### config.mk
export PLATFORM = sky130hd
export DESIGN_NAME = radio_core
export DESIGN_NICKNAME = d
export VERILOG_FILES = /design/src/radio_pkg.sv /design/src/radio_timekeeper.sv /design/src/radio_tx_control.sv /design/src/radio_rx_control.sv /design/src/radio_core.sv
export VERILOG_INCLUDE_DIRS = /design/src /design/src/src
export SDC_FILE = /design/constraint.sdc
export NUM_CORES = 1
export LEC_CHECK = 0
export ABC_AREA = 0
export ABC_CLOCK_PERIOD_IN_PS = 11300
export BUFFER_PORTS_ARGS = -buffer_cell sky130_fd_sc_hd__buf_2
export CORE_MARGIN = 8
export CORE_UTILIZATION = 25
export CTS_CLUSTER_SIZE = 30
export DETAILED_ROUTE_END_ITERATION = 8
export GPL_TIMING_DRIVEN = 0
export RECOVER_POWER = 25
export SYNTH_ARGS = -nofsm -noshare
export SYNTH_HDL_FRONTEND = slang
export SYNTH_SLANG_ARGS = --single-unit
### constraint.sdc
create_clock -name clk -period 11.3 [get_ports clk]
set_clock_uncertainty 0.2 [all_clocks]
set_input_delay 0.565 -clock clk [delete_from_list [all_inputs] [get_ports clk]]
set_output_delay 0.565 -clock clk [all_outputs]
set_load 0.005 [all_outputs]
### src/radio_defs.svh
// Radio core constants
// Settings bus register map, readback map and data path widths

`ifndef RADIO_DEFS_SVH
`define RADIO_DEFS_SVH

// Settings bus register addresses
`define RADIO_SR_TIME_HI    8'd0
`define RADIO_SR_TIME_LO    8'd1
`define RADIO_SR_TIME_CTRL  8'd2
`define RADIO_SR_LOOPBACK   8'd3
`define RADIO_SR_TEST       8'd4
`define RADIO_SR_CODEC_IDLE 8'd5

// RX control, kept at the same offsets as the full radio
`define RADIO_SR_RX_CMD     8'd48
`define RADIO_SR_RX_HALT    8'd51

// Readback mux addresses
`define RADIO_RB_VITA_TIME  8'd0
`define RADIO_RB_LASTPPS    8'd1
`define RADIO_RB_RX         8'd2
`define RADIO_RB_TXRX       8'd3
`define RADIO_RB_RADIO_NUM  8'd4
`define RADIO_RB_ERRORS     8'd5

// Data path widths
`define RADIO_SAMP_W 32     // One complex sample, 16-bit I and Q
`define RADIO_TIME_W 64     // Sample-time counter

`endif

### src/radio_pkg.sv
// Radio core types
// Settings bus and stream beat structs, control opcodes and FSM states

`include "radio_defs.svh"

package radio_pkg;

  // Settings bus, one write per cycle with stb high
  typedef struct packed {
    logic       stb;
    logic [7:0] addr;
    logic [31:0] data;
  } set_bus_t;

  // One stream beat, used for both TX input and RX output
  typedef struct packed {
    logic [`RADIO_SAMP_W-1:0] data;
    logic                     last;  // Final beat of a burst
  } samp_beat_t;

  // TIME_CTRL bit 0
  typedef enum logic {
    TIME_LOAD_NOW = 1'b0,
    TIME_LOAD_PPS = 1'b1
  } time_ctrl_t;

  // RX_CMD bits 31:30, count in bits 15:0
  typedef enum logic [1:0] {
    RX_CMD_STOP   = 2'd0,
    RX_CMD_FINITE = 2'd1,
    RX_CMD_CONT   = 2'd2
  } rx_cmd_t;

  typedef enum logic [1:0] {
    RX_IDLE,
    RX_RUN,
    RX_HALTING   // Next beat carries last
  } rx_state_t;

  typedef enum logic {
    TX_IDLE,
    TX_RUN
  } tx_state_t;

endpackage

### src/radio_timekeeper.sv
// Sample-time keeper
// Free-running 64-bit counter, loadable at once or on the next PPS edge,
// with capture of the time at the last PPS

`include "radio_defs.svh"

module radio_timekeeper import radio_pkg::*; (
  input  logic                     clk,
  input  logic                     reset,
  input  set_bus_t                 i_set,
  input  logic                     i_pps,
  output logic [`RADIO_TIME_W-1:0] o_time,
  output logic [`RADIO_TIME_W-1:0] o_time_lastpps
);

  logic [31:0] pending_hi;
  logic [31:0] pending_lo;
  logic        armed;       // Load waits for PPS
  logic        pps_r;
  logic        pps_d;
  logic        pps_edge;
  logic        ctrl_wr;
  time_ctrl_t  ctrl_mode;

  assign pps_edge  = pps_r & ~pps_d;
  assign ctrl_wr   = i_set.stb && (i_set.addr == `RADIO_SR_TIME_CTRL);
  assign ctrl_mode = time_ctrl_t'(i_set.data[0]);

  // Pending load value
  always_ff @(posedge clk) begin
    if (i_set.stb && i_set.addr == `RADIO_SR_TIME_HI) pending_hi <= i_set.data;
    if (i_set.stb && i_set.addr == `RADIO_SR_TIME_LO) pending_lo <= i_set.data;
  end

  always_ff @(posedge clk) begin
    if (reset) begin
      pps_r          <= 1'b0;
      pps_d          <= 1'b0;
      armed          <= 1'b0;
      o_time         <= '0;
      o_time_lastpps <= '0;
    end else begin
      pps_r <= i_pps;   // One register stage on the PPS input
      pps_d <= pps_r;
      if (pps_edge) o_time_lastpps <= o_time;
      if (ctrl_wr && ctrl_mode == TIME_LOAD_NOW) begin
        o_time <= {pending_hi, pending_lo};
        armed  <= 1'b0;
      end else if (pps_edge && armed) begin
        o_time <= {pending_hi, pending_lo};
        armed  <= 1'b0;
      end else begin
        o_time <= o_time + 1'b1;
      end
      if (ctrl_wr && ctrl_mode == TIME_LOAD_PPS) armed <= 1'b1;
    end
  end

endmodule

### src/radio_tx_control.sv
// TX burst control
// Holds one stream sample ahead of the converter and releases it on each
// TX strobe, ends bursts on last or on underflow

`include "radio_defs.svh"

module radio_tx_control import radio_pkg::*; (
  input  logic                     clk,
  input  logic                     reset,
  input  samp_beat_t               i_tx_beat,
  input  logic                     i_tx_valid,
  output logic                     o_tx_ready,
  input  logic                     i_strobe,
  output logic                     o_run,
  output logic [`RADIO_SAMP_W-1:0] o_sample,
  output logic [31:0]              o_underflows
);

  tx_state_t  state;
  samp_beat_t hold;        // One-entry holding register
  logic       hold_full;
  logic       last_sent;   // Burst ends on the next strobe
  logic       take;
  logic       move;

  assign o_tx_ready = ~hold_full;
  assign o_run      = (state == TX_RUN);
  assign take       = i_tx_valid && o_tx_ready;
  assign move       = i_strobe && hold_full && !(state == TX_RUN && last_sent);

  always_ff @(posedge clk) begin
    if (take) hold <= i_tx_beat;
    if (move) o_sample <= hold.data;
  end

  always_ff @(posedge clk) begin
    if (reset) begin
      state        <= TX_IDLE;
      hold_full    <= 1'b0;
      last_sent    <= 1'b0;
      o_underflows <= '0;
    end else begin
      if (take) hold_full <= 1'b1;
      if (move) begin
        hold_full <= 1'b0;
        last_sent <= hold.last;
      end
      case (state)
        TX_IDLE: begin
          if (move) state <= TX_RUN;
        end
        TX_RUN: begin
          if (i_strobe) begin
            if (last_sent) begin
              state     <= TX_IDLE;   // Burst finished cleanly
              last_sent <= 1'b0;
            end else if (!hold_full) begin
              state        <= TX_IDLE; // Nothing to send
              o_underflows <= o_underflows + 1'b1;
            end
          end
        end
        default: state <= TX_IDLE;
      endcase
    end
  end

endmodule

### src/radio_rx_control.sv
// RX burst control
// Decodes RX commands, captures strobed converter samples and sends them
// as framed stream beats, dropping samples and counting overflows when stalled

`include "radio_defs.svh"

module radio_rx_control import radio_pkg::*; (
  input  logic                     clk,
  input  logic                     reset,
  input  set_bus_t                 i_set,
  input  logic                     i_strobe,
  input  logic [`RADIO_SAMP_W-1:0] i_sample,
  output samp_beat_t               o_rx_beat,
  output logic                     o_rx_valid,
  input  logic                     i_rx_ready,
  output logic                     o_run,
  output logic [31:0]              o_overflows
);

  rx_state_t   state;
  logic [15:0] remaining;   // Beats left in a finite burst
  logic        cont;        // Continuous mode, ends only on halt
  logic        cmd_wr;
  logic        halt_wr;
  rx_cmd_t     cmd_op;
  logic        stalled;
  logic        load;
  logic        beat_last;

  assign cmd_wr    = i_set.stb && (i_set.addr == `RADIO_SR_RX_CMD);
  assign halt_wr   = i_set.stb && (i_set.addr == `RADIO_SR_RX_HALT);
  assign cmd_op    = rx_cmd_t'(i_set.data[31:30]);
  assign stalled   = o_rx_valid && !i_rx_ready;
  assign load      = i_strobe && (state != RX_IDLE) && !stalled;
  assign beat_last = (state == RX_HALTING) || (!cont && remaining == 16'd1);
  assign o_run     = (state != RX_IDLE);

  always_ff @(posedge clk) begin
    if (load) o_rx_beat <= '{data: i_sample, last: beat_last};
  end

  always_ff @(posedge clk) begin
    if (reset) begin
      state       <= RX_IDLE;
      remaining   <= '0;
      cont        <= 1'b0;
      o_rx_valid  <= 1'b0;
      o_overflows <= '0;
    end else begin
      if (o_rx_valid && i_rx_ready) o_rx_valid <= 1'b0;
      if (i_strobe && state != RX_IDLE) begin
        if (stalled) begin
          o_overflows <= o_overflows + 1'b1;  // Sample lost, pending beat kept
          state       <= RX_IDLE;
        end else begin
          o_rx_valid <= 1'b1;
          remaining  <= remaining - 1'b1;
          if (beat_last) state <= RX_IDLE;
        end
      end

      // Commands override the strobe result in the same cycle
      if (cmd_wr) begin
        case (cmd_op)
          RX_CMD_FINITE: begin
            cont      <= 1'b0;
            remaining <= i_set.data[15:0];
            state     <= (i_set.data[15:0] == 16'd0) ? RX_IDLE : RX_RUN;
          end
          RX_CMD_CONT: begin
            cont  <= 1'b1;
            state <= RX_RUN;
          end
          default: state <= RX_IDLE;   // Stop at once, no last
        endcase
      end else if (halt_wr && state == RX_RUN) begin
        state <= RX_HALTING;
      end
    end
  end

endmodule

### src/radio_core.sv
// Single-channel radio core at the sample clock rate
// Setting registers, readback mux, timekeeper, TX and RX burst control
// and the digital TX to RX loopback

`include "radio_defs.svh"

module radio_core import radio_pkg::*; #(
  parameter int RADIO_NUM = 0
) (
  input  logic                     clk,
  input  logic                     reset,
  // Settings bus and readback
  input  set_bus_t                 i_set,
  input  logic [7:0]               i_rb_addr,
  output logic [63:0]              o_rb_data,
  // Converter side
  input  logic [`RADIO_SAMP_W-1:0] i_rx,
  input  logic                     i_rx_stb,
  output logic [`RADIO_SAMP_W-1:0] o_tx,
  input  logic                     i_tx_stb,
  input  logic                     i_pps,
  // Sample streams
  input  samp_beat_t               i_tx_beat,
  input  logic                     i_tx_valid,
  output logic                     o_tx_ready,
  output samp_beat_t               o_rx_beat,
  output logic                     o_rx_valid,
  input  logic                     i_rx_ready
);

  logic                     loopback;
  logic [31:0]              test_reg;
  logic [`RADIO_SAMP_W-1:0] tx_idle;
  logic [`RADIO_TIME_W-1:0] vita_time;
  logic [`RADIO_TIME_W-1:0] vita_time_lastpps;
  logic                     tx_run;
  logic [`RADIO_SAMP_W-1:0] tx_sample;
  logic [31:0]              underflows;
  logic [31:0]              overflows;
  logic [`RADIO_SAMP_W-1:0] rx_sample;
  logic                     rx_stb;

  // Plain setting registers
  always_ff @(posedge clk) begin
    if (reset) begin
      loopback <= 1'b0;
      test_reg <= '0;
      tx_idle  <= '0;
    end else if (i_set.stb) begin
      if (i_set.addr == `RADIO_SR_LOOPBACK)   loopback <= i_set.data[0];
      if (i_set.addr == `RADIO_SR_TEST)       test_reg <= i_set.data;
      if (i_set.addr == `RADIO_SR_CODEC_IDLE) tx_idle  <= i_set.data;
    end
  end

  always_ff @(posedge clk) begin
    if (reset) begin
      o_rb_data <= '0;
    end else begin
      case (i_rb_addr)
        `RADIO_RB_VITA_TIME: o_rb_data <= vita_time;
        `RADIO_RB_LASTPPS:   o_rb_data <= vita_time_lastpps;
        `RADIO_RB_RX:        o_rb_data <= {i_rx, test_reg};
        `RADIO_RB_TXRX:      o_rb_data <= {o_tx, i_rx};
        `RADIO_RB_RADIO_NUM: o_rb_data <= {32'd0, RADIO_NUM[31:0]};
        `RADIO_RB_ERRORS:    o_rb_data <= {overflows, underflows};
        default:             o_rb_data <= '0;
      endcase
    end
  end

  radio_timekeeper u_timekeeper (
    .clk            (clk),
    .reset          (reset),
    .i_set          (i_set),
    .i_pps          (i_pps),
    .o_time         (vita_time),
    .o_time_lastpps (vita_time_lastpps)
  );

  radio_tx_control u_tx_control (
    .clk          (clk),
    .reset        (reset),
    .i_tx_beat    (i_tx_beat),
    .i_tx_valid   (i_tx_valid),
    .o_tx_ready   (o_tx_ready),
    .i_strobe     (i_tx_stb),
    .o_run        (tx_run),
    .o_sample     (tx_sample),
    .o_underflows (underflows)
  );

  assign o_tx = tx_run ? tx_sample : tx_idle;  // Idle word between bursts

  // Digital loopback TX -> RX
  assign rx_sample = loopback ? o_tx     : i_rx;
  assign rx_stb    = loopback ? i_tx_stb : i_rx_stb;

  radio_rx_control u_rx_control (
    .clk         (clk),
    .reset       (reset),
    .i_set       (i_set),
    .i_strobe    (rx_stb),
    .i_sample    (rx_sample),
    .o_rx_beat   (o_rx_beat),
    .o_rx_valid  (o_rx_valid),
    .i_rx_ready  (i_rx_ready),
    .o_run       (),
    .o_overflows (overflows)
  );

endmodule

==> results <==
- VDD sags by at most 0.1016 mV.
- After floorplanning, the core was sized to cover 81850 µm².
- In the final layout, the registers with the most flip-flops are o_rb_data (64), u_timekeeper.o_time (64), u_timekeeper.o_time_lastpps (64).
- The master cell of the clock root buffer is clkbuf_16.
- Setup repair after global routing left no endpoint under its margin.
- Once placement finished, the instance area stood at 23380 µm².
- The number of fill cells in the layout is 8560.
- The clock sink total is 509.
- After synthesis, the netlist uses 54 different library cells.
- The synthesized area divided by synthesized cell count is 10.24 µm².
- The arrival time at the worst endpoint is 3.65 ns.
- Counting flops with a built-in enable in the synthesized netlist gives 162.
- The fraction of final layout cells with drive strength greater than 1 is 15.13%.
- The row count is 105.
- In this run, the number of DRC markers left after iteration 0 of detailed routing was 2149.
- The number of setup violations in the final report is 0.
- In the final design database the tool counted 2490 nets.
- During I/O placement, the number of pins put on the boundary was 252.
- The starting utilization of the core area is 25.19%.
- The number of remaining DRC errors is 4.
- The die extent in y is 303.2 µm.
- The flow ran to the end, but the final reports show violations.
- The routed layout has 17708 vias.
- Cells fill 30.97% of the core in the end.
- The average vias per placed instance is 5.070.
- The final-report max-slew violation count is 36.
- The post-cts gate resize count is 0.
- Counting along the longest clock path gives a buffer depth of 3.
- The CTS tree is built.
- For this design the static power due to leakage is 8.354 nW.
- The checks that failed: DRC, capacitance limit, slew limit.
- The number of instances in the placed design is 3342.
- The first global-routing pass estimated 115600 µm of wire.
- The via count of the first global-routing pass is 16489.
- The final cell count without fillers is 3493.
- The highest fanout seen on the critical path is 24.
- The die is 303.2 µm wide.
- The async set or reset register ratio after synthesis is 0%.
- From synthesis to final layout, the design area changed by 22.97%.
- The post-CTS setup buffer count is 0.
- After detailed routing, the average wire length per cell comes to 23.71 µm.
- The number of H-tree branching levels is 2.
- Of the available clock period, the critical path in the final layout requires 32.44%.
- The synthesized design contains 509 register bits.
- Routability-driven placement finished with a final weighted congestion of 0.8916.
- The share of synthesized area occupied by flip-flops and latches is 57.29%.
- The number of warnings issued by yosys is 0.
- The clock transition at the registers of the reported paths is 0.06 ns.
- The final-report hold violation count is 0.
- The critical path endpoint category is a flop.
- Clock tree synthesis inserted a total of 54 buffers.
- Summed over all layers, the routed wires come to 82820 µm.
- The overall power consumption is 3.819 mW.
- After routing, the total negative slack on setup checks comes to 0 ns.
- The largest net degree at the start of global routing is 31.
- The timing-limited maximum frequency is 272.8 MHz.
- The max-capacitance violation count is 2.
- The cell count after synthesis came out at 2013.
- The critical path data required time is 11.28 ns.
- At the pin with the least slew margin, the transition time is 1.879 ns.
- The summed instance area of the synthesized netlist is 20620 µm².
- The class of the worst hold path is primary input to flop.
- The post-route standard cell area excluding fillers is 25350 µm².
- Buffers inserted to repair hold after CTS numbered 34.
- The global route total overflow is 0.
- The worst relative slew slack is -25.28%.
- The total global routing track utilization is 17.22%.
- The worst path in the final design needs a cycle of 3.666 ns, including I/O delays and setup.
- The critical path class is flop to flop.
- The number of nets handed over by synthesis was 2141.
- The number of antenna violations at the first check in global routing came to 26.
- The post-detailed-placement half-perimeter wirelength is 62290 µm.
- STA classifies the critical path startpoint as a flop.
- The detail route stage leaves a number of antenna-violating nets equal to 0.
- For this design the ratio of total power to cell area is 150.6 nW/µm².
- For this run, the leading register cell type out of synthesis is dfxtp_1.
- The die area is 91910 µm².
- The count of buffers from port buffering is 250.
- The detailed-router iteration count before antenna repair is 9.
- For the worst-skew pair, the clock arrives at the later sink with an insertion delay of 0.62 ns.
==> kinds of logic after synthesis <==
group	Yosys count	synth area share, %
compound gates	435	13.95
fa+ha+maj	7	0.4248
flops	509	57.29
buf+inv	153	2.986
mux	69	3.739
simple gates	714	16.26
xor+xnor	126	5.353
==> synth_stat cells, types with 10 or more instances <==
cell type  instances  share of area, %
buf_1             10              0.18
a211oi_1          73               2.7
edfxtp_1         162                24
nand2_1          311               5.7
a222oi_1          64               3.1
inv_1             14              0.25
or3_1             12              0.36
nor3_1            30              0.73
dfxtp_1          347                34
clkbuf_1         100               1.8
mux2_2            64               3.5
and4_1            14              0.59
nand4_1           49               1.5
o21ai_0           14              0.34
xor2_1            81               3.4
buf_2             27              0.66
xnor2_1           45               1.9
nand3_1           51               1.2
and3_1            17              0.52
nor4_1            15              0.46
nor2_1           165               3.0
a21oi_1          210               5.1
a22oi_1           64               2.3
==> critical path: stages, from the launching register on <==
cell and delay, ns:
dfxtp_1 0.38, nor2b_1 1.20, clkbuf_1 1.44
==> cell usage in the layout, fill, tap and decap left out, drive strengths merged, types with 6 or more instances in the layout <==
master	count
dfxtp	347
nand2	312
clkbuf	262
buf	215
a21oi	210
nor2	165
edfxtp	162
xor2	81
a211oi	75
mux2	64
a222oi	64
a22oi	64
nand3	51
nand4	51
xnor2	45
dlygate4sd3	34
nor3	34
nor4	20
diode	17
and3	17
clkinv	17
inv	15
and4	15
o21ai	14
or3	12
nor2b	7
and2	7
ha	7
nand2b	6
==> where the power goes <==
part	internal (mW)	switching [mW]
registers	1.90	0.00689
clock network	0.994	0.759
logic	0.0419	0.114
==> path summary, 6_finish.rpt <==
kind,slack (ns),cells after the start,endpoint,start
worst max register to register,7.63,2,u_tx_control.hold[24],u_tx_control.hold_full
worst max-delay path,7.63,2,u_tx_control.hold[24],u_tx_control.hold_full
worst min register to register,0.21,0,u_tx_control.o_sample[25],u_tx_control.hold[26]
worst min-delay path,0.01,2,u_timekeeper.pps_r,i_pps
==> metrics by stage <==
| stage | hold WS (ns) | setup slack, ns |
|---|---|---|
| finish | 0.01276 | 7.634 |
| global route | 0.01883 | 7.517 |
| CTS | 0.001083 | 7.826 |
| detailed placement | 0.2045 | 7.206 |
| global placement | 0.2034 | 4.992 |
| floorplan | 0.2003 | 7.255 |
==> area by class of cell <==
type / instances / area (µm²) / area share [%]
Buffer: 139 / 561.8 / 2.216
Timing Repair Buffer: 293 / 1627 / 6.416
Multi-Input combinational cell: 1351 / 8209 / 32.38
Clock inverter: 21 / 160.2 / 0.6317
Sequential cell: 509 / 11810 / 46.59
Clock buffer: 79 / 1549 / 6.110
Tap cell: 1070 / 1339 / 5.281
Antenna cell: 17 / 42.54 / 0.1678
Inverter: 14 / 52.55 / 0.2073
==> metal layers <==
layer / vias up / global-route usage [%] / part of all wire, %
li1: 8054 / - / -
met1: 8545 / 22.20 / 40
met2: 934 / 26.81 / 44
met3: 159 / 5.326 / 12
met4: 16 / 6.727 / 4.3
met5: - / 0 / 0.13
Note: power is estimated with default switching activity, not from simulation.
